`src/verilog/img_pkt_pkg.sv`:
```
// shared constants only; the register map assumes a 4-bit axi4-lite word address space
`default_nettype none

package img_pkt_pkg;

  // ------------------------------------------------------------------------
  // frame header
  // ------------------------------------------------------------------------
  localparam logic [31:0] frame_marker    = 32'hf05a_a50f; // sent msb first
  localparam int unsigned hdr_bytes       = 8;             // marker + h size + v size
  localparam int unsigned bytes_per_pixel = 2;             // no format conversion

  // ------------------------------------------------------------------------
  // axi4-lite register map
  // ------------------------------------------------------------------------
  localparam int unsigned axil_addr_w = 4;
  localparam int unsigned axil_data_w = 32;

  localparam logic [axil_addr_w-1:0] reg_ctrl_addr   = 4'h0;
  localparam logic [axil_addr_w-1:0] reg_status_addr = 4'h4; // read only

  // ctrl bits
  localparam int unsigned ctrl_enable_bit    = 0;
  localparam int unsigned ctrl_ovf_clear_bit = 1; // write 1 clears, reads back 0

  // status fields
  localparam int unsigned status_ovf_bit = 0;  // sticky
  localparam int unsigned status_cnt_lsb = 16; // frame counter, wraps
  localparam int unsigned status_cnt_msb = 31;

endpackage

`default_nettype wire

```
`src/verilog/img_ctrl_regs.sv`:
```
// aw and w must arrive together; response always OKAY, unmapped reads return 0, STATUS writes ignored
`default_nettype none
`timescale 1ns/1ps

module img_ctrl_regs (
  input  wire                                  cam_pclk,
  input  wire                                  rst_n,
  input  wire  [img_pkt_pkg::axil_addr_w-1:0]  s_axil_awaddr,
  input  wire                                  s_axil_awvalid,
  output logic                                 s_axil_awready,
  input  wire  [img_pkt_pkg::axil_data_w-1:0]  s_axil_wdata,
  input  wire  [img_pkt_pkg::axil_data_w/8-1:0] s_axil_wstrb,
  input  wire                                  s_axil_wvalid,
  output logic                                 s_axil_wready,
  output logic [1:0]                           s_axil_bresp,
  output logic                                 s_axil_bvalid,
  input  wire                                  s_axil_bready,
  input  wire  [img_pkt_pkg::axil_addr_w-1:0]  s_axil_araddr,
  input  wire                                  s_axil_arvalid,
  output logic                                 s_axil_arready,
  output logic [img_pkt_pkg::axil_data_w-1:0]  s_axil_rdata,
  output logic [1:0]                           s_axil_rresp,
  output logic                                 s_axil_rvalid,
  input  wire                                  s_axil_rready,
  input  wire                                  frame_start,
  input  wire                                  overflow,
  output logic                                 enable
);
  import img_pkt_pkg::*;

  logic [15:0]            frame_cnt;
  logic                   ovf_flag;
  logic                   wr_fire;     // both channels valid, not yet taken
  logic                   wr_hs;
  logic                   ctrl_wr;
  logic                   rd_fire;
  logic                   rd_hs;
  logic [axil_data_w-1:0] ctrl_word;
  logic [axil_data_w-1:0] status_word;

  assign s_axil_bresp = 2'b00;
  assign s_axil_rresp = 2'b00;

  // ------------------------------------------------------------------------
  // write channel
  // ------------------------------------------------------------------------
  assign wr_fire = s_axil_awvalid & s_axil_wvalid & ~s_axil_awready & ~s_axil_bvalid;
  assign wr_hs   = s_axil_awready & s_axil_awvalid & s_axil_wvalid;
  assign ctrl_wr = wr_hs & (s_axil_awaddr == reg_ctrl_addr) & s_axil_wstrb[0];

  always_ff @(posedge cam_pclk or negedge rst_n) begin
    if (!rst_n) begin
      s_axil_awready <= 1'b0;
      s_axil_wready  <= 1'b0;
      s_axil_bvalid  <= 1'b0;
    end else begin
      s_axil_awready <= wr_fire;   // aw and w taken in the same cycle
      s_axil_wready  <= wr_fire;
      if (wr_hs)
        s_axil_bvalid <= 1'b1;
      else if (s_axil_bready)
        s_axil_bvalid <= 1'b0;     // held until bready
    end
  end

  // ------------------------------------------------------------------------
  // read channel
  // ------------------------------------------------------------------------
  assign rd_fire = s_axil_arvalid & ~s_axil_arready & ~s_axil_rvalid;
  assign rd_hs   = s_axil_arready & s_axil_arvalid;

  always_comb begin
    ctrl_word                                  = '0;
    ctrl_word[ctrl_enable_bit]                 = enable;
    status_word                                = '0;
    status_word[status_cnt_msb:status_cnt_lsb] = frame_cnt;
    status_word[status_ovf_bit]                = ovf_flag;
  end

  always_ff @(posedge cam_pclk or negedge rst_n) begin
    if (!rst_n) begin
      s_axil_arready <= 1'b0;
      s_axil_rvalid  <= 1'b0;
    end else begin
      s_axil_arready <= rd_fire;
      if (rd_hs)
        s_axil_rvalid <= 1'b1;
      else if (s_axil_rready)
        s_axil_rvalid <= 1'b0;
    end
  end

  always_ff @(posedge cam_pclk) begin
    if (rd_hs) begin
      case (s_axil_araddr)
        reg_ctrl_addr:   s_axil_rdata <= ctrl_word;
        reg_status_addr: s_axil_rdata <= status_word;
        default:         s_axil_rdata <= '0;
      endcase
    end
  end

  // ------------------------------------------------------------------------
  // register state
  // ------------------------------------------------------------------------
  always_ff @(posedge cam_pclk or negedge rst_n) begin
    if (!rst_n) begin
      enable    <= 1'b0;
      frame_cnt <= 16'd0;
      ovf_flag  <= 1'b0;
    end else begin
      if (ctrl_wr) enable <= s_axil_wdata[ctrl_enable_bit];
      if (frame_start) frame_cnt <= frame_cnt + 16'd1;  // wraps
      // set wins over a clear in the same cycle
      if (overflow)
        ovf_flag <= 1'b1;
      else if (ctrl_wr && s_axil_wdata[ctrl_ovf_clear_bit])
        ovf_flag <= 1'b0;
    end
  end

endmodule

`default_nettype wire

```
`config.mk`:
```
export PLATFORM = sky130hd
export DESIGN_NAME = img_ctrl_regs
export DESIGN_NICKNAME = d
export VERILOG_FILES = /design/src/verilog/img_pkt_pkg.sv /design/src/verilog/img_ctrl_regs.sv
export SDC_FILE = /design/constraint.sdc
export NUM_CORES = 1
export LEC_CHECK = 0
export BUFFER_PORTS_ARGS = -buffer_cell sky130_fd_sc_hd__buf_4
export CAP_MARGIN = 10
export CORE_ASPECT_RATIO = 0.7
export CORE_UTILIZATION = 42
export DETAILED_ROUTE_END_ITERATION = 10
export HOLD_SLACK_MARGIN = 0.05
export MAX_ROUTING_LAYER = met4
export PLACE_DENSITY = 0.76
export SKIP_LAST_GASP = 1
export SLEW_MARGIN = 10
export SYNTH_ARGS = -nofsm -noshare
export SYNTH_HDL_FRONTEND = slang
export SYNTH_SLANG_ARGS = --single-unit
```
`constraint.sdc`:
```
create_clock -name cam_pclk -period 4.2 [get_ports cam_pclk]
set_clock_uncertainty 0.1 [all_clocks]
set_input_delay 0.63 -clock cam_pclk [delete_from_list [all_inputs] [get_ports cam_pclk]]
set_output_delay 0.63 -clock cam_pclk [all_outputs]
set_load 0.1 [all_outputs]
```
# ---- Word level (Yosys, flattened, before mapping)
# Index checks and enable logic that the tools add are counted.
dict set report totals {
  word_cells 37
  in_bits 53
  regBits 54
}
dict set report op_classes {
  n_eq_ne 1
  bitwise_logic 14
  n_reduce_logical 6
  add_sub_neg 1
  mux 7
}
# operator n
set op_table {}
lappend op_table {{case mux 32 bit (2 select lines)} 1}
lappend op_table {{adder 16 x 1 -> 16 bit, second input constant} 1}
lappend op_table {{bitwise AND 1 bit} 10}
lappend op_table {{zero test 4 bit} 2}
lappend op_table {{2-to-1 mux 1 bit} 6}
lappend op_table {{nonzero test 2 bit} 3}
lappend op_table {{equality test 4 x 3 -> 1 bit, second input constant} 1}
lappend op_table {{NOT 1 bit} 4}
lappend op_table {{logical AND 1 bit} 1}

# ---- Logic depth before layout (Yosys ltp)
dict set report depth {
  ltp_word 7
  ltp_mapped 4
}

# ---- Worst setup path before layout
# No wires, ideal clock.
dict set report synth_timing {
  path_type {register to output}
  start {reg s_axil_wready}
  end {out s_axil_wready}
  slack_ps 2119
  t_required_ps 3470
  path_stages_with_launch 2
  t_arrival_ps 1351
  path_buffers 1
  cell_sequence {dfrtp_1 -> buf_4}
}
# element line_no
set synth_lines {}
lappend synth_lines {{from (decl)} img_ctrl_regs.sv:14} ;# output logic s_axil_wready,
lappend synth_lines {{from (signal assigned)} img_ctrl_regs.sv:58} ;# s_axil_wready <= wr_fire;
# No word-level cell between the ends.

# ---- Worst setup path after layout
dict set report layout_timing {
  start {in s_axil_araddr[3] (netlist name)}
  end {reg s_axil_rdata[28] (netlist name) (data pin)}
}
dict set report layout_via {
  elab_chain_len 2
  word_cells_on_any_way 3
  cone_classes {1 x eq/ne; 1 x mux; 1 x reduce/logical}
}
# element line_no
set layout_rtl {}
lappend layout_rtl {{from (decl)} img_ctrl_regs.sv:18} ;# input wire [img_pkt_pkg::axil_addr_w-1:0] s_axil_araddr,
lappend layout_rtl {{equality test 4 x 3 -> 1 bit / zero test 4 bit (equally long branches)} img_ctrl_regs.sv:95} ;# case (s_axil_araddr)
lappend layout_rtl {{case mux 32 bit (2 select lines) *} img_ctrl_regs.sv:95}
lappend layout_rtl {{to (signal assigned)} img_ctrl_regs.sv:96} ;# reg_ctrl_addr: s_axil_rdata <= ctrl_word;
lappend layout_rtl {{to (signal assigned)} img_ctrl_regs.sv:97} ;# reg_status_addr: s_axil_rdata <= status_word;
lappend layout_rtl {{to (decl)} img_ctrl_regs.sv:21} ;# output logic [img_pkt_pkg::axil_data_w-1:0] s_axil_rdata,
# Every way passes the cells marked *; elsewhere a longest branch is shown, timed or not.
# A chain may end at the register's enable or synchronous reset.

==> flow_summary.yaml <==
worst_setup_path:
  reg2reg_slack_ns: 2.64
  cp_num_buf_inv: 1
  cp_num_cells: 3
  crit_fanout: 16
  ff2ff_path_depth: 4
  worstPathArrival_ns: 1.88
  cp.required_ns: 4.25
  crit_slowest_cell: "nor4b_2"
  max_stage_delay_ns: 0.89
  critPathKind: "primary input to flip-flop"
  end_kind: "flip-flop"
  critPathTopFamily: "simple AND/OR/NAND/NOR gates"
  startpoint_type: "primary input"
  crit_path_cell_trace: "buf_4, nor4b_2, and2_1"
logic_synthesis:
  synth_top_area_share: 0.315
  yosys-top-cells-area: "dfrtp_1 32%, edfxtp_1 29%, buf_4 8.6%"
  synth_largest_area_cell: "dfrtp_1"
  yosys_warnings: 0
  synth-seq-cells: 39
  synth.top_cells.by_count: "22 x dfrtp_1, 20 x buf_4, 17 x and2_1, 17 x edfxtp_1, 9 x xor2_1"
  synth-async-reset-ratio: 0.564
  avgSynthCellArea_um2: 12.7
  synth_edf_count: 17
  synth-main-ff-cell: "dfrtp_1"
  postSynthCellCount: 137
  seq_area_frac_synth: 0.607
  synth_most_common_cell: "dfrtp_1"
  post_synth_instance_area_um2: 1750
  synth.distinct_cells: 25
cells_and_area:
  drive_gt1_frac: 0.304
  antenna-diode-count: 0
  multi_input_area_um2: 584
  instances_no_fill: 236
  stdcell_area_um2: 2120
  fill_cells: 352
  num-nets-final: 237
  area_growth_syn_to_layout_pct: 21.6
  seq_area_um2: 1060
routing:
  drtIter0Drc: 30
  drc: 0
  drt_wl_total_um: 2800
  detail_route.vias_per_cell: 4.56
  first_pass_iters: 4
  wl_per_cell_um: 11.9
  vias: 1075
  drtAntennaViolNets: 0
place:
  dpl_cell_area_um2: 2040
  io_buffers: 42
  dp_hpwl_um: 2100
  pre_cts_ws_ns: 2.06
  place_inst: 228
  gp_congestion: 0.734
cts:
  cts_resized: 0
  clock_latency_ns: 0.28
  cts-htree-levels: 2
  clock-sinks: 39
  hold_buffers: 0
  root_buffer: "clkbuf_8"
  cts_max_path_buffers: 2
  cts_tree: "yes"
  numCtsBuffers: 5
  post_cts_buffers: 0
  cts.clk_slew.worst_paths_ns: 0.08
sta:
  fin_crit_ns: 1.83
  fmax_mhz: 545
  final.setup.tns_ns: 0
  grt_setup_unrepaired: "false"
  slew_viol_final: 0
  min_period_over_period: 0.437
  setup_ws_ns: 2.37
  tightest_slew_ns: 1.02
  hold_violations: 0
  setup_viol: 0
  hold_ws_ns: 0.121
  slew_headroom: 0.315
global_routing:
  grt_pass1_wl_um: 4710
  overflow: 0
  grt.total_usage: 0.144
  grt_pass1_vias: 1017
  grt_antenna_before_repair: 0
  grt_max_degree: 23
flow_run:
  maxCapViolations: 0
floorplanning:
  fp.dieW_um: 79.1
  core_area_um2: 3950
  start_util: 0.443
  die_h_um: 56.0
  fp-row-count: 19
  die_area_um2: 4420
  io_pins: 95
pwr:
  cellPowerDensity_nw_per_um2: 472
  power.leakage_nw: 1.01
  peakVddDrop_mv: 0.261
run_status:
  status: "completed"
min_path:
  min-delay-path-class: "primary input to asynchronous set/reset pin"
-- final cells by class --
type	instances	share of cell area
Clock inverter	3	0.00707
Multi-Input combinational cell	91	0.275
Clock buffer	5	0.0324
Timing Repair Buffer	42	0.148
Sequential cell	39	0.499
Tap cell	52	0.0306
Inverter	4	0.00707
-- cell families (layout without fill, tap and decap cells) --
kind of cell | after synthesis | after routing | synth area share
simple gates | 50 | 50 | 0.180
flops | 39 | 39 | 0.607
buf+inv | 25 | 54 | 0.0967
xor+xnor | 15 | 15 | 0.0752
compound gates | 3 | 3 | 0.0129
mux | 3 | 3 | 0.0186
fa+ha+maj | 1 | 1 | 0.00716
other cells | 1 | 19 | 0.00215
-- layer usage --
metal / GRT usage / vias to the layer above / wire (µm)
met3: 0.0295 / 2 / 143
li1: - / 521 / -
met4: 0.0545 / 0 / 27
met2: 0.227 / 36 / 1290
met1: 0.185 / 516 / 1340
met5: - / - / 0
-- sequential cells by signal, summed over array words and instances (netlist names) --
signal	cells
s_axil_rdata	17
s_axil_rvalid	1
frame_cnt	16
ovf_flag	1
s_axil_arready	1
s_axil_bvalid	1
enable	1
s_axil_wready	1
-- cells in the final DEF (no fill, tap or decap), types with 2 or more instances in the layout --
cell / synthesis / layout
buf_4: 20 / 42
dfrtp_1: 22 / 22
conb_1: 1 / 19
and2_1: 17 / 17
edfxtp_1: 17 / 17
xor2_1: 9 / 9
nor4_1: 6 / 6
nand2_1: 6 / 6
xnor2_1: 6 / 6
nor3_1: 5 / 5
clkbuf_8: 0 / 5
inv_1: 4 / 4
nand3_1: 4 / 4
nand4_1: 4 / 4
a21o_1: 3 / 3
clkinv_2: 0 / 3
nor2_1: 2 / 2
mux2_2: 2 / 2
-- worst paths after layout --
path / start / to
setup / recovery: s_axil_araddr[3] / s_axil_rdata[28]
hold / removal: rst_n / frame_cnt[15]
setup reg to reg: frame_cnt[0] / frame_cnt[14]
hold reg to reg: s_axil_arready / s_axil_arready
max in group asynchronous: rst_n / frame_cnt[6]
min in group cam_pclk: s_axil_arready / s_axil_arready
-- metrics by stage --
stage | total power (W) | util
floorplan | 0.000731 | -
global placement | 0.000771 | 0.517
detailed placement | 0.000776 | 0.517
CTS | 0.00101 | 0.538
global route | 0.00105 | 0.538
finish | 0.00100 | 0.538
-- where the power goes --
group | switching (W) | internal (W)
Sequential | 0.0000549 | 0.000443
Combinational | 0.000203 | 0.0000653
Clock | 0.000123 | 0.000114
Total | 0.000381 | 0.000622
No activity file was read; power rests on OpenSTA's default activity.
