<file path="src/verilog/img_pkt_pkg.sv">
// shared constants only; the register map assumes a 4-bit axi4-lite word address space
`default_nettype none

package img_pkt_pkg;

  // ------------------------------------------------------------------------
  // frame header
  // ------------------------------------------------------------------------
  localparam logic [31:0] frame_marker    = 32'hf05a_a50f; // sent msb first
  localparam int unsigned hdr_bytes       = 8;             // marker + h size + v size
  localparam int unsigned bytes_per_pixel = 2;             // no format conversion

  // ------------------------------------------------------------------------
  // axi4-lite register map
  // ------------------------------------------------------------------------
  localparam int unsigned axil_addr_w = 4;
  localparam int unsigned axil_data_w = 32;

  localparam logic [axil_addr_w-1:0] reg_ctrl_addr   = 4'h0;
  localparam logic [axil_addr_w-1:0] reg_status_addr = 4'h4; // read only

  // ctrl bits
  localparam int unsigned ctrl_enable_bit    = 0;
  localparam int unsigned ctrl_ovf_clear_bit = 1; // write 1 clears, reads back 0

  // status fields
  localparam int unsigned status_ovf_bit = 0;  // sticky
  localparam int unsigned status_cnt_lsb = 16; // frame counter, wraps
  localparam int unsigned status_cnt_msb = 31;

endpackage

`default_nettype wire

</file>
<file path="src/verilog/udp_pkt_sched.sv">
// one packet outstanding at a time; the engine must read exactly udp_tx_byte_num bytes per start
`default_nettype none
`timescale 1ns/1ps

module udp_pkt_sched #(
  parameter logic [15:0] h_pixel     = 16'd640,
  parameter int unsigned fifo_addr_w = 11
) (
  input  wire                  eth_tx_clk,
  input  wire                  rst_n,
  input  wire [fifo_addr_w:0]  fill_level,
  input  wire                  rd_flush,
  input  wire                  udp_tx_done,
  output logic                 udp_tx_start_en,
  output logic [15:0]          udp_tx_byte_num
);
  import img_pkt_pkg::*;

  localparam logic [15:0] line_bytes  = 16'(h_pixel * bytes_per_pixel);
  localparam logic [15:0] first_bytes = 16'(line_bytes + hdr_bytes); // header + line

  logic rd_flush_d;
  logic flush_rise;   // frame aborted / blanking
  logic flush_fall;   // new frame
  logic busy;
  logic enough;
  logic go;

  assign flush_rise = ~rd_flush_d & rd_flush;
  assign flush_fall = rd_flush_d & ~rd_flush;

  // zero count only right after reset
  assign enough = (16'(fill_level) >= udp_tx_byte_num) && (udp_tx_byte_num != 16'd0);
  assign go     = ~busy & ~rd_flush & enough;

  always_ff @(posedge eth_tx_clk or negedge rst_n) begin
    if (!rst_n) rd_flush_d <= 1'b0;
    else        rd_flush_d <= rd_flush;
  end

  // ------------------------------------------------------------------------
  // packet length
  // ------------------------------------------------------------------------
  always_ff @(posedge eth_tx_clk or negedge rst_n) begin
    if (!rst_n)           udp_tx_byte_num <= 16'd0;
    else if (flush_fall)  udp_tx_byte_num <= first_bytes;
    else if (udp_tx_done) udp_tx_byte_num <= line_bytes;  // rest of frame, one line each
  end

  // ------------------------------------------------------------------------
  // start strobe + busy
  // ------------------------------------------------------------------------
  always_ff @(posedge eth_tx_clk or negedge rst_n) begin
    if (!rst_n) begin
      udp_tx_start_en <= 1'b0;
      busy            <= 1'b0;
    end else begin
      udp_tx_start_en <= go;                 // single pulse, busy blocks the next
      if (go)
        busy <= 1'b1;
      else if (udp_tx_done || flush_rise)
        busy <= 1'b0;
    end
  end

endmodule

`default_nettype wire
</file>
<file path="config.mk">
export PLATFORM = sky130hd
export DESIGN_NAME = udp_pkt_sched
export DESIGN_NICKNAME = d
export VERILOG_FILES = /design/src/verilog/img_pkt_pkg.sv /design/src/verilog/udp_pkt_sched.sv
export SDC_FILE = /design/constraint.sdc
export NUM_CORES = 1
export LEC_CHECK = 0
export BUFFER_PORTS_ARGS = -buffer_cell sky130_fd_sc_hd__clkbuf_2
export CAP_MARGIN = 20
export CORE_AREA = 2 2 39 41
export CTS_CLUSTER_SIZE = 14
export DETAILED_ROUTE_END_ITERATION = 12
export DIE_AREA = 0 0 41 43
export GPL_ROUTABILITY_DRIVEN = 0
export GPL_TIMING_DRIVEN = 0
export PLACE_DENSITY_LB_ADDON = 0.3
export SYNTH_ARGS = -nofsm -noshare
export SYNTH_HDL_FRONTEND = slang
export SYNTH_SLANG_ARGS = --single-unit
</file>
<file path="constraint.sdc">
create_clock -name eth_tx_clk -period 4.4 [get_ports eth_tx_clk]
set_clock_uncertainty 0.15 [all_clocks]
set_input_delay 0.22 -clock eth_tx_clk [delete_from_list [all_inputs] [get_ports eth_tx_clk]]
set_output_delay 0.22 -clock eth_tx_clk [all_outputs]
set_load 0.02 [all_outputs]
</file>
Word-level counts from Yosys, hierarchy flattened
Index checks and enable logic that the tools add are counted.
W data, S select, Z words.

operators by class
  magnitude comparators = 1
  multiplexer cells = 4
  bitwise gates (word level) = 7
  reduce and logical (&&, ||, !) cells = 5

operators by type and width
  cell                 count
  $mux W16             2
  $ge A12 B16 Y1       1
  $reduce_bool A16 Y1  1
  $and A1 B1 Y1        4
  $reduce_bool A2 Y1   2
  $not A1 Y1           3
  $mux W1              2
  $logic_and A1 B1 Y1  1
  $logic_or A1 B1 Y1   1

storage, ports and cells
  bits in registers = 19
  output and inout bits = 17
  word-level logic and storage cells = 21

Logic depth before layout (Yosys ltp)
Gate-level depths: netlist (run 1).

  depth in word-level cells = 5
  depth in mapped cells = 5
  depth with buffers taken out = 5

Least setup slack after synthesis (run 1)
No wires, ideal clock.

  kind = flip-flop to flip-flop
  start = reg udp_tx_byte_num[3]
  end = reg busy
  library setup time = 0.080 ns
  arrival time = 1.491 ns
  required time = 4.170 ns
  slack = 2.679 ns
  stages on the path, launching flop included = 5
  buffers on the path = 0
  path through = dfrtp_1 > ha_1 > or4b_1 > and3_1 > o211ai_2

between the ends
  word-level cells in the longest chain between the ends = 4
  elaborated cells between the ends (all ways) = 6
  those cells by class = order compare: 1; mux: 1; bitwise: 1; reduce/logical: 3

ends and longest elaborated chain
  element                                                line                 source
  from (decl)                                            udp_pkt_sched.sv:15  output logic [15:0] udp_tx_byte_num
  from (signal assigned)                                 udp_pkt_sched.sv:46  else if (flush_fall) udp_tx_byte_num <= first_bytes;
  from (signal assigned)                                 udp_pkt_sched.sv:47  else if (udp_tx_done) udp_tx_byte_num <= line_bytes;
  $ge A12 B16 Y1 or $reduce_bool A16 Y1 (tied branches)  udp_pkt_sched.sv:33  assign enough = (16'(fill_level) >= udp_tx_byte_num) && (udp_tx_byte_num != 16'd0);
  $logic_and A1 B1 Y1 *                                  udp_pkt_sched.sv:33
  $and A1 B1 Y1 *                                        udp_pkt_sched.sv:34  assign go = ~busy & ~rd_flush & enough;
  $mux W1 or $reduce_bool A2 Y1 (tied branches)          -
  to (signal assigned)                                   udp_pkt_sched.sv:56  busy <= 1'b0;
  to (signal assigned)                                   udp_pkt_sched.sv:60  busy <= 1'b1;
  to (signal assigned)                                   udp_pkt_sched.sv:62  busy <= 1'b0;
  to (decl)                                              udp_pkt_sched.sv:25  logic busy;

Every way passes the cells marked *; elsewhere a longest branch is shown, timed or not.
A chain may end at the register's enable or synchronous reset.

Final worst setup path (run 1)
Ends and elaborated chain as after synthesis.

==> flow_metrics.tcl, run 1 <==
set metrics [dict create \
    syn2layout_area_growth_pct 52.5 \
    routed_via_density 3.82 \
    cts_max_path_buffers 2 \
    start_util_pct 28.4 \
    setup_viol 0 \
    hold_violations 0 \
    seq_area_frac_synth_pct 31.8 \
    cts_resized 0 \
    ctsHoldBuffers 2 \
    root_buffer "clkbuf_4" \
    rows 14 \
    cts_tree "yes" \
    cp-start-kind "register" \
    route.detailed.drc 0 \
    cts_setup_buffers 0 \
    rrSetupSlack_ns 2.72 \
    path_class "reg2reg" \
    endpoint "busy" \
    drt_pass1_iterations 2 \
    grt.total_usage_pct 10.5 \
    fin_crit_ns 1.68 \
    layout_commonest_cell "clkbuf_2" \
    timing.fmax_ghz 0.595 \
    status "completed" \
    dieArea_sq_mm 0.00176 \
    grt_pass1_wl_microns 1100 \
    dp_hpwl_microns 592 \
    required_ns 4.42 \
    cap_violations 0 \
    synth.distinct_cells 19 \
    final_cell_mix "19 x clkbuf_2, 14 x buf_4, 13 x conb_1" \
    core-area_sq_mm 0.00138 \
    ys_warn_count 0 \
    period_share_pct 38.2 \
    syn_area_sq_um 393 \
    crit_path_max_fanout 4 \
    fp.dieW_microns 41 \
    avgRoutedWirePerCell_microns 7.03 \
    grt_pass1_vias 311 \
    avgSynthCellArea_sq_um 9.14 \
    num_vias 367 \
    die_h_microns 43 \
    synth_seq_cells 5 \
    grt_max_degree 6 \
    drt_iter0_drc 1 \
    clk_latency_ns 0.25 \
    fin_ws_ns 2.72 \
    p_per_area_mw_per_mm2 246 \
    synth_cells 43 \
    cp-end-kind "register" \
    place_worst_setup_slack_ns 2.71 \
    startpoint "udp_tx_byte_num[3]" \
    wl_microns 675 \
    reg2reg_depth 4 \
    r2r_start "udp_tx_byte_num[3]" \
    maxSlewViolCount 0 \
    hold_class "in2reg" \
    finish.utilization_pct 43.3 \
    clkTransAtPathRegs_ns 0.04 \
    antenna_found_initial 0 \
    peakVddDrop_mv 0.106 \
    portBuffers 19 \
    io_pins 33 \
    rsz0062_at_grt "false" \
    r2r-end "busy" \
    cts_sinks 5 \
    n_antenna_cell 0 \
    grt_overflow 0 \
    ant_nets 0 \
    power.leakage_nw 0.365 \
    final_nets 100 \
    critPathArrivalTime_ns 1.70 \
    numCtsBuffers 3 \
    h-tree-depth 1 \
    setup_tns_ns 0 \
    drive_above_1_share_pct 47.5 \
]
==> registers in the layout, summed over array words and instances, names as in the netlist <==
name	cells
udp_tx_byte_num	2
busy	1
rd_flush_d	1
udp_tx_start_en	1
==> report_power, final <==
group | total, mW | switching, mW | internal, mW
Sequential | 0.0516 | 0.00172 | 0.0499
Combinational | 0.0416 | 0.0219 | 0.0196
Clock | 0.0543 | 0.0199 | 0.0344
==> area by class of cell <==
| class | count | area, sq um |
|---|---|---|
| Fill cell | 159 | 785 |
| Multi-Input combinational cell | 31 | 189 |
| Sequential cell | 5 | 125 |
| Timing Repair Buffer | 21 | 115 |
| Buffer | 14 | 105 |
| Clock buffer | 4 | 26.3 |
| Tap cell | 16 | 20.0 |
| Inverter | 5 | 18.8 |
==> metrics by stage <==
| stage | power, mW | hold WS, ns | cell area (sq um) | std cells |
|---|---|---|---|---|
| final | 0.147 | 0.0378 | 599 | 96 |
| after floorplan | 0.0811 | -0.226 | 438 | 55 |
| after CTS | 0.152 | 0.0284 | 599 | 96 |
| after detailed placement | 0.0926 | -0.108 | 553 | 90 |
| after global routing | 0.162 | 0.0352 | 599 | 96 |
| after global placement | 0.0921 | -0.108 | 553 | 90 |
==> worst max-delay path, cell delays in order (launching register included) <==
cell,delay (ns)
dfrtp_1,0.40
ha_1,0.27
or4b_1,0.42
and3_1,0.22
o211ai_2,0.15
==> cells by family (layout without fill, tap and decap cells) <==
kind of cell	after synthesis	count (layout)	share of synthesized area, %
AND/OR/NAND/NOR	8	8	12.4
flip-flops	5	5	31.8
buffers and inverters	19	44	31.5
AO/OA/AOI/OAI	7	7	13.7
adder cells (fa/ha/maj)	3	3	9.56
other	1	13	0.954
==> cell usage after synthesis <==
library cell	instances	area (sq um)
a211o_1	1	8.76
dfrtp_1	5	125
nor4_1	1	6.26
conb_1	1	3.75
o311ai_1	1	8.76
buf_4	14	105
nand4_1	1	6.26
o21a_1	1	7.51
ha_1	3	37.5
or4b_1	1	10.0
nor2_1	2	7.51
o21ai_0	1	5.00
o22ai_1	1	6.26
o211ai_2	1	12.5
nor2b_1	1	6.26
inv_1	5	18.8
or2_2	1	6.26
o21ai_1	1	5.00
and3_1	1	6.26
==> metal layers <==
layer | vias up | wire [microns] | track usage [%]
li1 | 193 | - | -
met1 | 147 | 252 | 9.15
met2 | 23 | 306 | 14.4
met3 | 4 | 100 | 9.42
met4 | 0 | 17 | 8.00
met5 | - | 0 | 0
==> worst min-delay path by stage <==
stage                           start                  to  cells after the start
after detailed placement        rst_n  udp_tx_byte_num[8]                      1
after CTS                 udp_tx_done  udp_tx_byte_num[3]                      2
after global placement          rst_n  udp_tx_byte_num[8]                      1
after floorplan                 rst_n                busy                      0
after global routing      udp_tx_done  udp_tx_byte_num[3]                      2
final                     udp_tx_done  udp_tx_byte_num[3]                      2
Note: power is estimated with default switching activity, not from simulation.
==> run 2, diff against run 1 <==
- ABC_AREA: unset -> 1
- CORE_AREA: 2 2 39 41 -> unset
- CORE_UTILIZATION: unset -> 34
- DIE_AREA: 0 0 41 43 -> unset
- clock period: 4.4 -> 1.5 ns (I/O delays scaled with it)
==> run 2 against run 1 <==
Compared with the run above: synthesized cell count is 44% higher; clock-buffer cell count stayed put; register-to-register slack worse by 2.6 ns; sequential share of layout area is 2.8 points lower; global-route usage is 1.6 points higher; cell area is 16% higher; clock power grew to 2.7 times the previous value; wire length is 19% higher; combinational power grew to 3.3 times the previous value; utilization is 16 points higher; critical endpoint unchanged; critical path type unchanged; final cell count is 20% higher; setup slack worse by 2.6 ns.
==> flow_metrics.tcl, run 2 <==
set metrics [dict create \
    synth_ff_type "dfrtp_1" \
    largest_reg_flops 2 \
    clkTransAtPathRegs_ns 0.04 \
    layout_commonest_cell "clkbuf_2" \
    h-tree-depth 1 \
    synth-xor-area-share_pct 0 \
    io_pins 33 \
    syn2layout_area_growth_pct 52.6 \
    p_per_area_mw_per_mm2 631 \
    avgRoutedWirePerCell_microns 6.96 \
    maxSlewViolCount 0 \
    cts_max_path_buffers 2 \
    clkPwrFrac_pct 33.7 \
    path_class "reg2reg" \
    routed_via_density 3.83 \
    ys_warn_count 0 \
    largest-register "udp_tx_byte_num" \
    peakVddDrop_mv 0.366 \
    timing.fmax_ghz 0.704 \
    cp-end-kind "register" \
    route.detailed.drc 0 \
    setup_tns_ns 0 \
    synth_top_cell_area_share_pct 27.5 \
    start_util_pct 38.8 \
    fill_cells 119 \
    dieArea_sq_mm 0.00149 \
    switching_share_pct 29.6 \
    synth_top_family_by_area "buffers and inverters" \
    clk_latency_ns 0.23 \
    cp-start-kind "register" \
    drt_pass1_iterations 4 \
    synth_compound_area_share_pct 4.41 \
    avgSynthCellArea_sq_um 7.33 \
    synth_mux_area_share_pct 0 \
    yosysMostFrequentCell "buf_4" \
    dp_hpwl_microns 702 \
    internal_power_uw 308 \
    ys_top_cells_by_area "dfrtp_1 28%, buf_4 23%, inv_1 11%" \
    grt_overflow 0 \
    die_h_microns 38.6 \
    pwr-share-comb_pct 31.4 \
    wl_microns 800 \
    antenna_found_initial 0 \
    setup_viol 0 \
    synth_top_area_cell "dfrtp_1" \
    hold_violations 0 \
    synthSimpleGateAreaFrac_pct 25.1 \
    crit_path_max_fanout 4 \
    num_vias 441 \
    drive_above_1_share_pct 45.5 \
    p_sw_uw 130 \
    multi_input_area_sq_um 238 \
    drt_iter0_drc 8 \
    grt.total_usage_pct 12.1 \
    finish.utilization_pct 59.2 \
    grt_pass1_vias 358 \
    synth_seq_cells 5 \
    numCtsBuffers 3 \
    n_antenna_cell 0 \
    synth_fa_ha_area_share_pct 8.26 \
    portBuffers 19 \
    root_buffer "clkbuf_4" \
    fin_ws_ns 0.0798 \
    grt_max_degree 6 \
    place_worst_setup_slack_ns 0.0493 \
    required_ns 1.47 \
    cts_sinks 5 \
    fp.dieW_microns 38.6 \
    grt_pass1_wl_microns 1270 \
    synth-edff-count 0 \
    cap_violations 0 \
    hold_class "in2async" \
    period_share_pct 94.7 \
    cts_tree "yes" \
    seq_area_frac_synth_pct 27.5 \
    ant_nets 0 \
    syn_area_sq_um 454 \
    core-area_sq_mm 0.00117 \
    final_nets 121 \
    critPathArrivalTime_ns 1.39 \
    seqPwrFrac_pct 34.9 \
    regArea_sq_um 125 \
    rows 12 \
    final_cell_mix "19 x clkbuf_2, 15 x buf_4, 13 x conb_1" \
    synth_cells 62 \
    power.leakage_nw 0.433 \
    fin_crit_ns 1.42 \
    status "completed" \
    ys_async_sr_fraction_pct 100 \
    synth.distinct_cells 14 \
    synthTopCellsByCount "14 x buf_4, 13 x inv_1, 9 x nand2_1" \
]
==> run 2: cell types whose count changed after synthesis, sizes merged, moves of 4 or more <==
cell	change
nand3	+4
inv	+8
nor2	+6
nand2	+10
==> run 2: logic make-up (layout without fill, tap and decap cells) <==
| logic type | count (synthesis) | after routing |
|---|---|---|
| compound gates | 3 | 3 |
| fa+ha+maj | 3 | 3 |
| buf+inv | 27 | 54 |
| flops | 5 | 5 |
| other cells | 1 | 13 |
| simple gates | 23 | 23 |
==> run 2: final timing paths <==
kind	startpoint	to	slack, ns	cells after the start
setup reg to reg	udp_tx_byte_num[8]	busy	0.08	8
min in group eth_tx_clk	fill_level[11]	udp_tx_start_en	0.13	6
hold / removal	rst_n	udp_tx_start_en	0.04	2
max in group asynchronous	rst_n	busy	1.02	2
setup / recovery	udp_tx_byte_num[8]	busy	0.08	8
hold reg to reg	rd_flush_d	udp_tx_byte_num[3]	0.39	2
==> run 2: final cells by class <==
class	count	area share, %
clock buffers	4	3.79
inverters	13	7.04
plain buffers	14	15.2
repair buffers	23	19.1
flip-flops and latches	5	18.1
multi-input cells	42	34.3
well taps	14	2.53
==> run 2: critical path, cell delays in order, from the launching register on <==
cell and delay [ns]:
dfrtp_1 0.38, inv_2 0.08, ha_1 0.29, nand2_2 0.08
nor2_2 0.04, nand3_1 0.07, nand3_1 0.08, nand2_2 0.08
nand2_1 0.05
==> run 2: through the flow <==
stage	hold slack, ns	cell area, sq um	power, mW	instances
6_report	0.0428	693	0.437	115
3_5_place_dp	-0.251	612	0.282	107
3_3_place_gp	-0.254	612	0.278	107
5_1_grt	0.0535	693	0.468	115
2_1_floorplan	-0.371	499	0.245	74
4_1_cts	0.0366	668	0.442	114
==> run 2: per-layer routing <==
| layer | GRT usage [%] | part of all wire (%) |
|---|---|---|
| met5 | 0 | 0 |
| met4 | 5.17 | 0 |
| met3 | 0 | 6.9 |
| met2 | 25.8 | 55 |
| met1 | 11.5 | 38 |
==> run 2: repair_timing <==
action                                 in CTS  in global routing
endpoints found under the hold margin       9                  0
buffers inserted                            0                  1
gates resized for setup                     0                  4
setup endpoints to repair                   0                  2
hold buffers                                3                  0
==> run 2: power groups by stage <==
| stage | Combinational, mW | Sequential, mW | Clock (mW) |
|---|---|---|---|
| after detailed placement | 0.127 | 0.155 | 0 |
| after floorplan | 0.0864 | 0.159 | 0 |
| after CTS | 0.133 | 0.153 | 0.155 |
| after global placement | 0.124 | 0.154 | 0 |
| after global routing | 0.153 | 0.154 | 0.161 |
| final | 0.137 | 0.153 | 0.147 |
