$ cat src/verilog/img_pkt_pkg.sv
// shared constants only; the register map assumes a 4-bit axi4-lite word address space
`default_nettype none

package img_pkt_pkg;

  // ------------------------------------------------------------------------
  // frame header
  // ------------------------------------------------------------------------
  localparam logic [31:0] frame_marker    = 32'hf05a_a50f; // sent msb first
  localparam int unsigned hdr_bytes       = 8;             // marker + h size + v size
  localparam int unsigned bytes_per_pixel = 2;             // no format conversion

  // ------------------------------------------------------------------------
  // axi4-lite register map
  // ------------------------------------------------------------------------
  localparam int unsigned axil_addr_w = 4;
  localparam int unsigned axil_data_w = 32;

  localparam logic [axil_addr_w-1:0] reg_ctrl_addr   = 4'h0;
  localparam logic [axil_addr_w-1:0] reg_status_addr = 4'h4; // read only

  // ctrl bits
  localparam int unsigned ctrl_enable_bit    = 0;
  localparam int unsigned ctrl_ovf_clear_bit = 1; // write 1 clears, reads back 0

  // status fields
  localparam int unsigned status_ovf_bit = 0;  // sticky
  localparam int unsigned status_cnt_lsb = 16; // frame counter, wraps
  localparam int unsigned status_cnt_msb = 31;

endpackage

`default_nettype wire

$ cat src/verilog/img_frame_framer.sv
// vsync high = blanking; camera must stay idle >= 12 pclk after vsync falls, header overrides pixels
`default_nettype none
`timescale 1ns/1ps

module img_frame_framer #(
  parameter logic [15:0] h_pixel = 16'd640,
  parameter logic [15:0] v_pixel = 16'd480
) (
  input  wire        cam_pclk,
  input  wire        rst_n,
  input  wire        img_vsync,
  input  wire        img_data_en,
  input  wire  [7:0] img_data,
  input  wire        enable,
  output logic       wr_en,
  output logic [7:0] wr_data,
  output logic       flush_req,
  output logic       frame_start
);
  import img_pkt_pkg::*;

  logic       vs_d0;      // metastability stage
  logic       vs_d1;      // synced vsync
  logic       vs_d2;      // edge reference
  logic       neg_vsync;
  logic [3:0] hdr_cnt;    // saturates at hdr_bytes
  logic       hdr_act;
  logic [7:0] hdr_byte;
  logic       data_en_d0;
  logic [7:0] data_d0;

  // ------------------------------------------------------------------------
  // vsync sync + edge detect
  // ------------------------------------------------------------------------
  always_ff @(posedge cam_pclk or negedge rst_n) begin
    if (!rst_n) begin
      vs_d0 <= 1'b0;
      vs_d1 <= 1'b0;
      vs_d2 <= 1'b0;
    end else begin
      vs_d0 <= img_vsync;
      vs_d1 <= vs_d0;
      vs_d2 <= vs_d1;
    end
  end

  assign neg_vsync = vs_d2 & ~vs_d1;    // end of blanking
  assign flush_req = vs_d1 | ~enable;   // fifo held empty in blanking or when off

  // frame start pulse, enabled frames only
  always_ff @(posedge cam_pclk or negedge rst_n) begin
    if (!rst_n) frame_start <= 1'b0;
    else        frame_start <= neg_vsync & enable;
  end

  // ------------------------------------------------------------------------
  // header sequencing
  // ------------------------------------------------------------------------
  assign hdr_act = (hdr_cnt < 4'(hdr_bytes));

  always_ff @(posedge cam_pclk or negedge rst_n) begin
    if (!rst_n)                  hdr_cnt <= 4'(hdr_bytes); // idle
    else if (neg_vsync && enable) hdr_cnt <= 4'd0;
    else if (hdr_act)            hdr_cnt <= hdr_cnt + 4'd1;
  end

  always_comb begin
    case (hdr_cnt[2:0])
      3'd0:    hdr_byte = frame_marker[31:24];
      3'd1:    hdr_byte = frame_marker[23:16];
      3'd2:    hdr_byte = frame_marker[15:8];
      3'd3:    hdr_byte = frame_marker[7:0];
      3'd4:    hdr_byte = h_pixel[15:8];       // h size, big endian
      3'd5:    hdr_byte = h_pixel[7:0];
      3'd6:    hdr_byte = v_pixel[15:8];       // v size
      default: hdr_byte = v_pixel[7:0];
    endcase
  end

  // ------------------------------------------------------------------------
  // pixel stage + merged write path
  // ------------------------------------------------------------------------
  always_ff @(posedge cam_pclk or negedge rst_n) begin
    if (!rst_n) begin
      data_en_d0 <= 1'b0;
      wr_en      <= 1'b0;
    end else begin
      data_en_d0 <= img_data_en;
      wr_en      <= hdr_act | data_en_d0;
    end
  end

  always_ff @(posedge cam_pclk) begin
    data_d0 <= img_data;
    wr_data <= hdr_act ? hdr_byte : data_d0; // pixels under the header are lost
  end

endmodule

`default_nettype wire

$ cat config.mk
export PLATFORM = sky130hd
export DESIGN_NAME = img_frame_framer
export DESIGN_NICKNAME = d
export VERILOG_FILES = /design/src/verilog/img_pkt_pkg.sv /design/src/verilog/img_frame_framer.sv
export SDC_FILE = /design/constraint.sdc
export NUM_CORES = 1
export LEC_CHECK = 0
export BUFFER_PORTS_ARGS = -buffer_cell sky130_fd_sc_hd__buf_2
export CAP_MARGIN = 20
export CORE_MARGIN = 2
export CORE_UTILIZATION = 35
export DETAILED_ROUTE_END_ITERATION = 8
export GPL_ROUTABILITY_DRIVEN = 0
export PLACE_DENSITY = 0.71
export SETUP_SLACK_MARGIN = 0.1
export SKIP_LAST_GASP = 1
export SYNTH_ARGS = -nofsm -noshare
export SYNTH_HDL_FRONTEND = slang
export SYNTH_SLANG_ARGS = --single-unit
$ cat constraint.sdc
create_clock -name cam_pclk -period 1.3 [get_ports cam_pclk]
set_input_delay 0.26 -clock cam_pclk [delete_from_list [all_inputs] [get_ports cam_pclk]]
set_output_delay 0.26 -clock cam_pclk [all_outputs]
set_load 0.05 [all_outputs]
### Yosys cells after proc, flatten, opt, wreduce, memory -nomap -nowiden

Cells that the tools add are included.

| word-level totals | value |
|---|---|
| logic and storage cells | 30 |
| register bits after elaboration | 26 |
| input port bits | 13 |
| output and inout port bits | 11 |

| cells by class | value |
|---|---|
| eq/ne operators | 6 |
| $lt $le $gt $ge | 1 |
| add/sub/neg operators | 1 |
| muxes and demuxes | 4 |
| bitwise gates (word level) | 6 |
| reduce and logical (&&, ||, !) cells | 3 |

Operator list:

| operator | number |
|---|---|
| $pmux 8 s7 | 1 |
| $eq 3x3->1 const B | 3 |
| $mux 4 | 2 |
| $mux 8 | 1 |
| $eq 3x2->1 const B | 2 |
| $add 4x1->4 const B | 1 |
| $lt 4x4->1 const B | 1 |
| $eq 3x1->1 const B | 1 |
| $logic_not 3->1 | 1 |
| $and 1x1->1 | 2 |
| $not 1->1 | 2 |
| $or 1x1->1 | 2 |
| $reduce_bool 2->1 | 1 |
| $logic_and 1x1->1 | 1 |

### Depth between registers and ports, before layout

Gate-level depths: netlist (run 1).

| logic depth | value |
|---|---|
| depth after elaboration | 4 |
| mapped depth | 5 |
| gate-level depth less buffers | 5 |

### Worst setup path after synthesis (run 1)

No wires, ideal clock.

| timing path | value |
|---|---|
| path type | register to register |
| start point | register hdr_cnt[0] |
| end point | register wr_data[0] |
| buffers on the path | 0 |
| stages on the path, launching flop included | 5 |
| arrival | 1.243 ns |
| setup slack | -0.075 ns |
| library setup time | 0.133 ns |
| data required time | 1.167 ns |
| period minus slack after synthesis | 1.375 ns |
| cell sequence | dfrtp_1 inv_1 ha_1 o41ai_4 o21ai_0 |

| on the way | value |
|---|---|
| cells in the longest elaborated chain, start to end | 3 |
| elaborated cells between the ends (all ways) | 10 |
| classes of those cells | order compare: 1; eq/ne: 6; mux: 2; reduce/logical: 1 |

Ends and longest elaborated chain:

| element | RTL line | source |
|---|---|---|
| from (decl) | img_frame_framer.sv:26 | `logic [3:0] hdr_cnt;` |
| from (signal assigned) | img_frame_framer.sv:62 | `if (!rst_n) hdr_cnt <= 4'(hdr_bytes);` |
| from (signal assigned) | img_frame_framer.sv:64 | `else if (hdr_act) hdr_cnt <= hdr_cnt + 4'd1;` |
| $eq 3x3->1, or another cell as far along | img_frame_framer.sv:68 | `case (hdr_cnt[2:0])` |
| $pmux 8 s7 | img_frame_framer.sv:68 |  |
| $mux 8 * | img_frame_framer.sv:95 | `wr_data <= hdr_act ? hdr_byte : data_d0;` |
| to (signal assigned) | img_frame_framer.sv:95 |  |
| to (decl) | img_frame_framer.sv:16 | `output logic [7:0] wr_data,` |

Mark *: on every way between the ends. The rest lies on a longest branch, timed or not.
A chain may end at the register's enable or synchronous reset.

### Worst setup path after layout (run 1)

| timing path | value |
|---|---|
| start point | register hdr_cnt[0] |
| end point | register wr_data[7] |

Same word-level chain as after synthesis.

==> results.json, run 1 <==
{
  "cts_inserted_buffers": 3,
  "synth_common_cells": "dfxtp_1, dfrtp_1, nor2_1",
  "grt_max_degree": 16,
  "fill_cells": 218,
  "ys_top_cells_by_area": "dfxtp_1, dfrtp_1, ha_1",
  "synthArstFlopShare_pct": 38.5,
  "vias": 621,
  "hold_viol_final": 0,
  "critPathKind": "reg2reg",
  "synth_ff_type": "dfxtp_1",
  "setup.worst_path.end_class": "flop",
  "netlist_instances": 76,
  "globalRouteOverflowTotal": 0,
  "worstPathMaxFanout": 4,
  "cts_tree": "built",
  "dr.pass1.iters": 4,
  "synth_cell_type_count": 22,
  "clock-root-buffer": "clkbuf_4",
  "die_x_um": 54.5,
  "synth_area_um2": 893,
  "fmax_mhz": 698,
  "antenna_found_initial": 0,
  "vias_per_cell": 4.37,
  "die-height_um": 54.5,
  "total_power_w": 0.00355,
  "synth_edf_count": 0,
  "startpoint": "hdr_cnt[0]",
  "start_util_pct": 36.4,
  "dp_cells": 136,
  "fin_skew_ns": 0.00241,
  "synth.area.mux_share_pct": 1.12,
  "cts.clk_slew.worst_paths_ns": 0.14,
  "synth_area_per_cell_um2": 11.8,
  "grt_pass1_vias": 661,
  "synth-seq-cells": 26,
  "clk_path_buf_depth": 2,
  "antenna_left": 0,
  "hp-class": "in2reg",
  "fin_ws_ns": -0.132,
  "synth-xor-area-share_pct": 0.980,
  "synth_top_family_by_area": "compound AO/OA/AOI/OAI gates",
  "fin_nets": 131,
  "slew_headroom_pct": 76.1,
  "die_area_mm2": 0.00297,
  "synth_compound_area_share_pct": 13.0,
  "r2r-start": "hdr_cnt[0]",
  "maxCapViolations": 0,
  "synth_warnings": 0,
  "clock_latency_ns": 0.31,
  "rsz0062_at_grt": "yes",
  "yosys.area.top_type_share_pct": 35.9,
  "setup_viol_count_final": 7,
  "p_per_area_mw_per_mm2": 2790,
  "p_leak_nw": 0.586,
  "slew_violations": 0,
  "core-area_mm2": 0.00245,
  "finalCriticalPeriod_ns": 1.43,
  "htreeDepth": 1,
  "violations": "negative setup slack",
  "io_buffers": 23,
  "place_hpwl_mm": 1.16,
  "yosysSeqAreaShare_pct": 64.0,
  "status": "complete, but fails checks",
  "ios": 24,
  "drt_iter0_markers": 7,
  "final-seq-area_um2": 574,
  "holdCritStartpoint": "img_data[6]",
  "max_slew.worst_pin.slew_ns": 0.357,
  "instances_no_fill": 142,
  "wl_per_cell_um": 10.8,
  "grt_util_all_layers_pct": 12.7,
  "dp_slack_ns": -0.0985,
  "routed_wl_mm": 1.54,
  "multi_input_area_um2": 374,
  "grt_first_pass_wirelength_mm": 2.60,
  "peakVddDrop_mv": 1.75,
  "area_growth_pct": 42.7,
  "syn_nets": 94,
  "yosys.area.top_type": "dfxtp_1",
  "drc": 0,
  "synthAdderAreaFrac_pct": 7.00,
  "yosys.area_share.simple_pct": 11.2,
  "period_share_pct": 110,
  "yosysMostFrequentCell": "dfxtp_1",
  "rows": 18,
  "cts_num_sinks": 26,
  "cp_data_arrival_time_ns": 1.65,
  "start_kind": "flop",
  "cp.required_ns": 1.52,
  "drive_above_1_share_pct": 48.2,
  "whs_ns": 0.0358,
  "antenna_cells": 0
}
per-stage QoR:
step / setup TNS (ns) / area, µm² / util, %
2_1_floorplan: -0.0496 / 927 / -
3_3_place_gp: -0.234 / 1130 / 46.2
3_5_place_dp: -0.455 / 1130 / 46.2
4_1_cts: -0.554 / 1240 / 50.6
5_1_grt: -1.51 / 1270 / 51.9
6_report: -0.681 / 1270 / 51.9
cells in the final DEF (no fill, tap or decap), types with 3 or more instances in the layout:
| master | count |
|---|---|
| dfrtp_1 | 7 |
| buf_2 | 18 |
| a21oi_1 | 4 |
| clkbuf_4 | 5 |
| ha_4 | 4 |
| nor2_1 | 8 |
| inv_1 | 3 |
| dfxtp_1 | 16 |
| nand2_1 | 7 |
| buf_4 | 9 |
final timing paths:
kind,end,slack [ns],depth (start not counted)
setup / recovery,wr_data[7],-0.13,7
hold / removal,data_d0[6],0.04,1
setup reg to reg,wr_data[7],-0.13,7
hold reg to reg,vs_d1,0.38,0
max in group asynchronous,hdr_cnt[3],0.74,2
min in group asynchronous,wr_en,0.31,2
layer usage:
layer / vias up / track usage [%] / wire length [µm]
li1: 322 / - / -
met1: 277 / 12.5 / 603
met2: 18 / 23.5 / 839
met3: 4 / 3.83 / 73
met4: 0 / 6.67 / 23
met5: - / 0 / 0
power by group:
group | total [W] | leakage, nW | switching (W) | internal, W
sequential | 0.00121 | 0.249 | 0.000167 | 0.00104
clock | 0.000464 | 0.0261 | 0.000229 | 0.000235
combinational | 0.00188 | 0.311 | 0.00107 | 0.000817
state kept, by name, indices dropped and copies added, names as in the netlist:
name and count:
data_en_d0 1, wr_data 8, data_d0 8, vs_d0 1, vs_d2 1, wr_en 1, hdr_cnt 4, frame_start 1
vs_d1 1
repair_timing:
item / 4_1_cts / 5_1_grt
endpoints found under the setup margin: 9 / 14
pin swaps: 0 / 2
hold buffers: 1 / 0
hold endpoints to repair: 9 / 0
resized for setup: 11 / 10
setup buffers: 0 / 1
critical path, cell delays in order (launching register included):
cell	delay, ns
dfrtp_2	0.47
inv_2	0.08
ha_4	0.18
buf_4	0.13
buf_6	0.11
nor2_2	0.15
o211a_1	0.17
o31ai_1	0.06
cell type report:
type                       count  share of cell area [%]
tap                           30                    2.94
clock buffer                   4                    3.73
inverter                       5                    1.67
multi-input combinational     44                    29.3
sequential                    26                    45.0
timing repair buffer          33                    17.3
cells by family after synthesis:
family,after synthesis
and+or+nand+nor,23
muxes,1
DFF,26
adders and majority gates,5
buffers and inverters,6
AOI/OAI and AO/OA,14
xor gates and xnor gates,1
(Power assumes the default switching activity.)
==> inputs of run 2 (changes only) <==
- PLACE_DENSITY: 0.71 -> 0.56
- clock period: 1.3 -> 1.7 ns (I/O delays scaled with it)
==> run 2 against run 1 <==
Effect of this change: first-iteration DRC count decreased by 71%; sequential cell count unchanged; final area decreased by 14%; the flow now finishes without violations; die area unchanged; non-clock buffer count decreased by 8; largest power group unchanged; critical endpoint is now wr_data[0]; final cell count decreased by 5.6%; global-route usage decreased by 1.7 points.
==> results.json, run 2 (synthesized netlist as in run 1, its figures left out) <==
{
  "vias_per_cell": 4.50,
  "whs_ns": 0.112,
  "hp-class": "in2reg",
  "place_hpwl_mm": 1.04,
  "wl_per_cell_um": 10.5,
  "r2r-end": "wr_data[0]",
  "worstPathMaxFanout": 5,
  "antenna_found_initial": 0,
  "io_buffers": 23,
  "final_cell_mix": "buf_2, dfxtp_1, nor2_1, nand2_1, dfrtp_1",
  "grt_util_all_layers_pct": 10.9,
  "hold_viol_final": 0,
  "drc": 0,
  "clock_latency_ns": 0.31,
  "rows": 18,
  "htreeDepth": 1,
  "setup_viol_count_final": 0,
  "r2r-start": "hdr_cnt[0]",
  "ios": 24,
  "fin_skew_ns": 0.00365,
  "cts_num_sinks": 26,
  "start_kind": "flop",
  "holdCritStartpoint": "img_data[4]",
  "cts_tree": "built",
  "slew_headroom_pct": 75.5,
  "grt_pass1_vias": 564,
  "dr.pass1.iters": 4,
  "fin_nets": 123,
  "globalRouteOverflowTotal": 0,
  "r2r_setup_slack_ns": 0.16,
  "cts_inserted_buffers": 3,
  "drt_iter0_markers": 2,
  "status": "complete, no violations",
  "p_per_area_mw_per_mm2": 2110,
  "antenna_left": 0,
  "finalCriticalPeriod_ns": 1.54,
  "cp.required_ns": 1.91,
  "fmax_mhz": 648,
  "maxCapViolations": 0,
  "core-area_mm2": 0.00245,
  "cp_data_arrival_time_ns": 1.75,
  "final_common_cell": "buf_2",
  "grt_first_pass_wirelength_mm": 2.25,
  "slew_violations": 0,
  "die_x_um": 54.5,
  "area_growth_pct": 23.0,
  "start_util_pct": 36.4,
  "setup.worst_path.end_class": "flop",
  "max_slew.worst_pin.slew_ns": 0.366,
  "die-height_um": 54.5,
  "drive_above_1_share_pct": 33.7,
  "post-route-util_pct": 44.8,
  "clock-root-buffer": "clkbuf_4",
  "antenna_cells": 0,
  "instances_no_fill": 134,
  "dp_cells": 128,
  "rsz0062_at_grt": "yes",
  "reg_top3": "data_d0 x8, wr_data x8, hdr_cnt x4",
  "ff2ff_path_depth": 4,
  "grt_max_degree": 15,
  "routed_wl_mm": 1.41,
  "min_path_cells": 1,
  "peakVddDrop_mv": 0.956,
  "fill_cells": 248,
  "die_area_mm2": 0.00297,
  "setup_tns_ns": 0,
  "min_to": "data_d0[4]",
  "period_share_pct": 90.8,
  "vias": 603,
  "p_leak_nw": 0.522,
  "clk_path_buf_depth": 2,
  "cts.clk_slew.worst_paths_ns": 0.13,
  "critPathKind": "reg2reg"
}
-- run 2: cell count changes in the layout (fill, tap and decap cells not counted), moves of 2 or more --
cell      delta
ha_1         +4
buf_4        -8
buf_2        +5
ha_4         -4
buf_6        -2
inv_1        +2
clkbuf_4     -2
-- run 2: worst max-delay path, stage by stage (launching register included) --
cell and delay [ns]:
dfrtp_2 0.46, ha_2 0.22, nor2b_2 0.17, o41ai_4 0.45, o21ai_0 0.14
-- run 2: worst max-delay path by stage --
stage | cells past startpoint | endpoint | slack [ns] | start
after floorplan | 4 | wr_data[0] | 0.32 | hdr_cnt[0]
after global placement | 4 | wr_data[0] | 0.25 | hdr_cnt[0]
after detailed placement | 4 | wr_data[3] | 0.17 | hdr_cnt[0]
after CTS | 4 | wr_data[3] | 0.15 | hdr_cnt[0]
after global routing | 4 | wr_data[0] | 0.1 | hdr_cnt[0]
final | 4 | wr_data[0] | 0.16 | hdr_cnt[0]
-- run 2: repair_timing --
item / in CTS / in global routing
hold endpoints to repair: 9 / 0
resized for setup: 0 / 4
endpoints found under the setup margin: 0 / 5
setup buffers: 0 / 1
hold buffers: 1 / 0
-- run 2: metal layers --
metal / up-vias / GRT usage, % / share of wire [%]
met5: - / 0 / 0
met4: 0 / 2.50 / 0
met3: 0 / 5.74 / 5.9
met2: 16 / 18.1 / 50
met1: 282 / 12.4 / 44
li1: 305 / - / -
-- run 2: cell type report --
cell class | count | area, µm² | share of cell area (%)
Sequential cell | 26 | 573 | 52.2
Multi-Input combinational cell | 44 | 300 | 27.3
Timing Repair Buffer | 25 | 133 | 12.1
Tap cell | 30 | 37.5 | 3.42
Clock buffer | 4 | 36.3 | 3.30
Inverter | 5 | 18.8 | 1.71
-- run 2: through the flow --
step	total power [W]	setup WS, ns	cell area [µm²]
CTS	0.00232	0.150	1090
global placement	0.00200	0.247	1040
global route	0.00249	0.0953	1100
detailed placement	0.00202	0.169	1040
finish	0.00232	0.157	1100
floorplan	0.00179	0.325	893
-- run 2: power by group --
part | switching [W] | total, W | leakage, nW | internal [W]
combinational | 0.000712 | 0.00110 | 0.250 | 0.000389
sequential | 0.000123 | 0.000914 | 0.250 | 0.000792
clock | 0.000174 | 0.000305 | 0.0210 | 0.000131
total | 0.00101 | 0.00232 | 0.522 | 0.00131
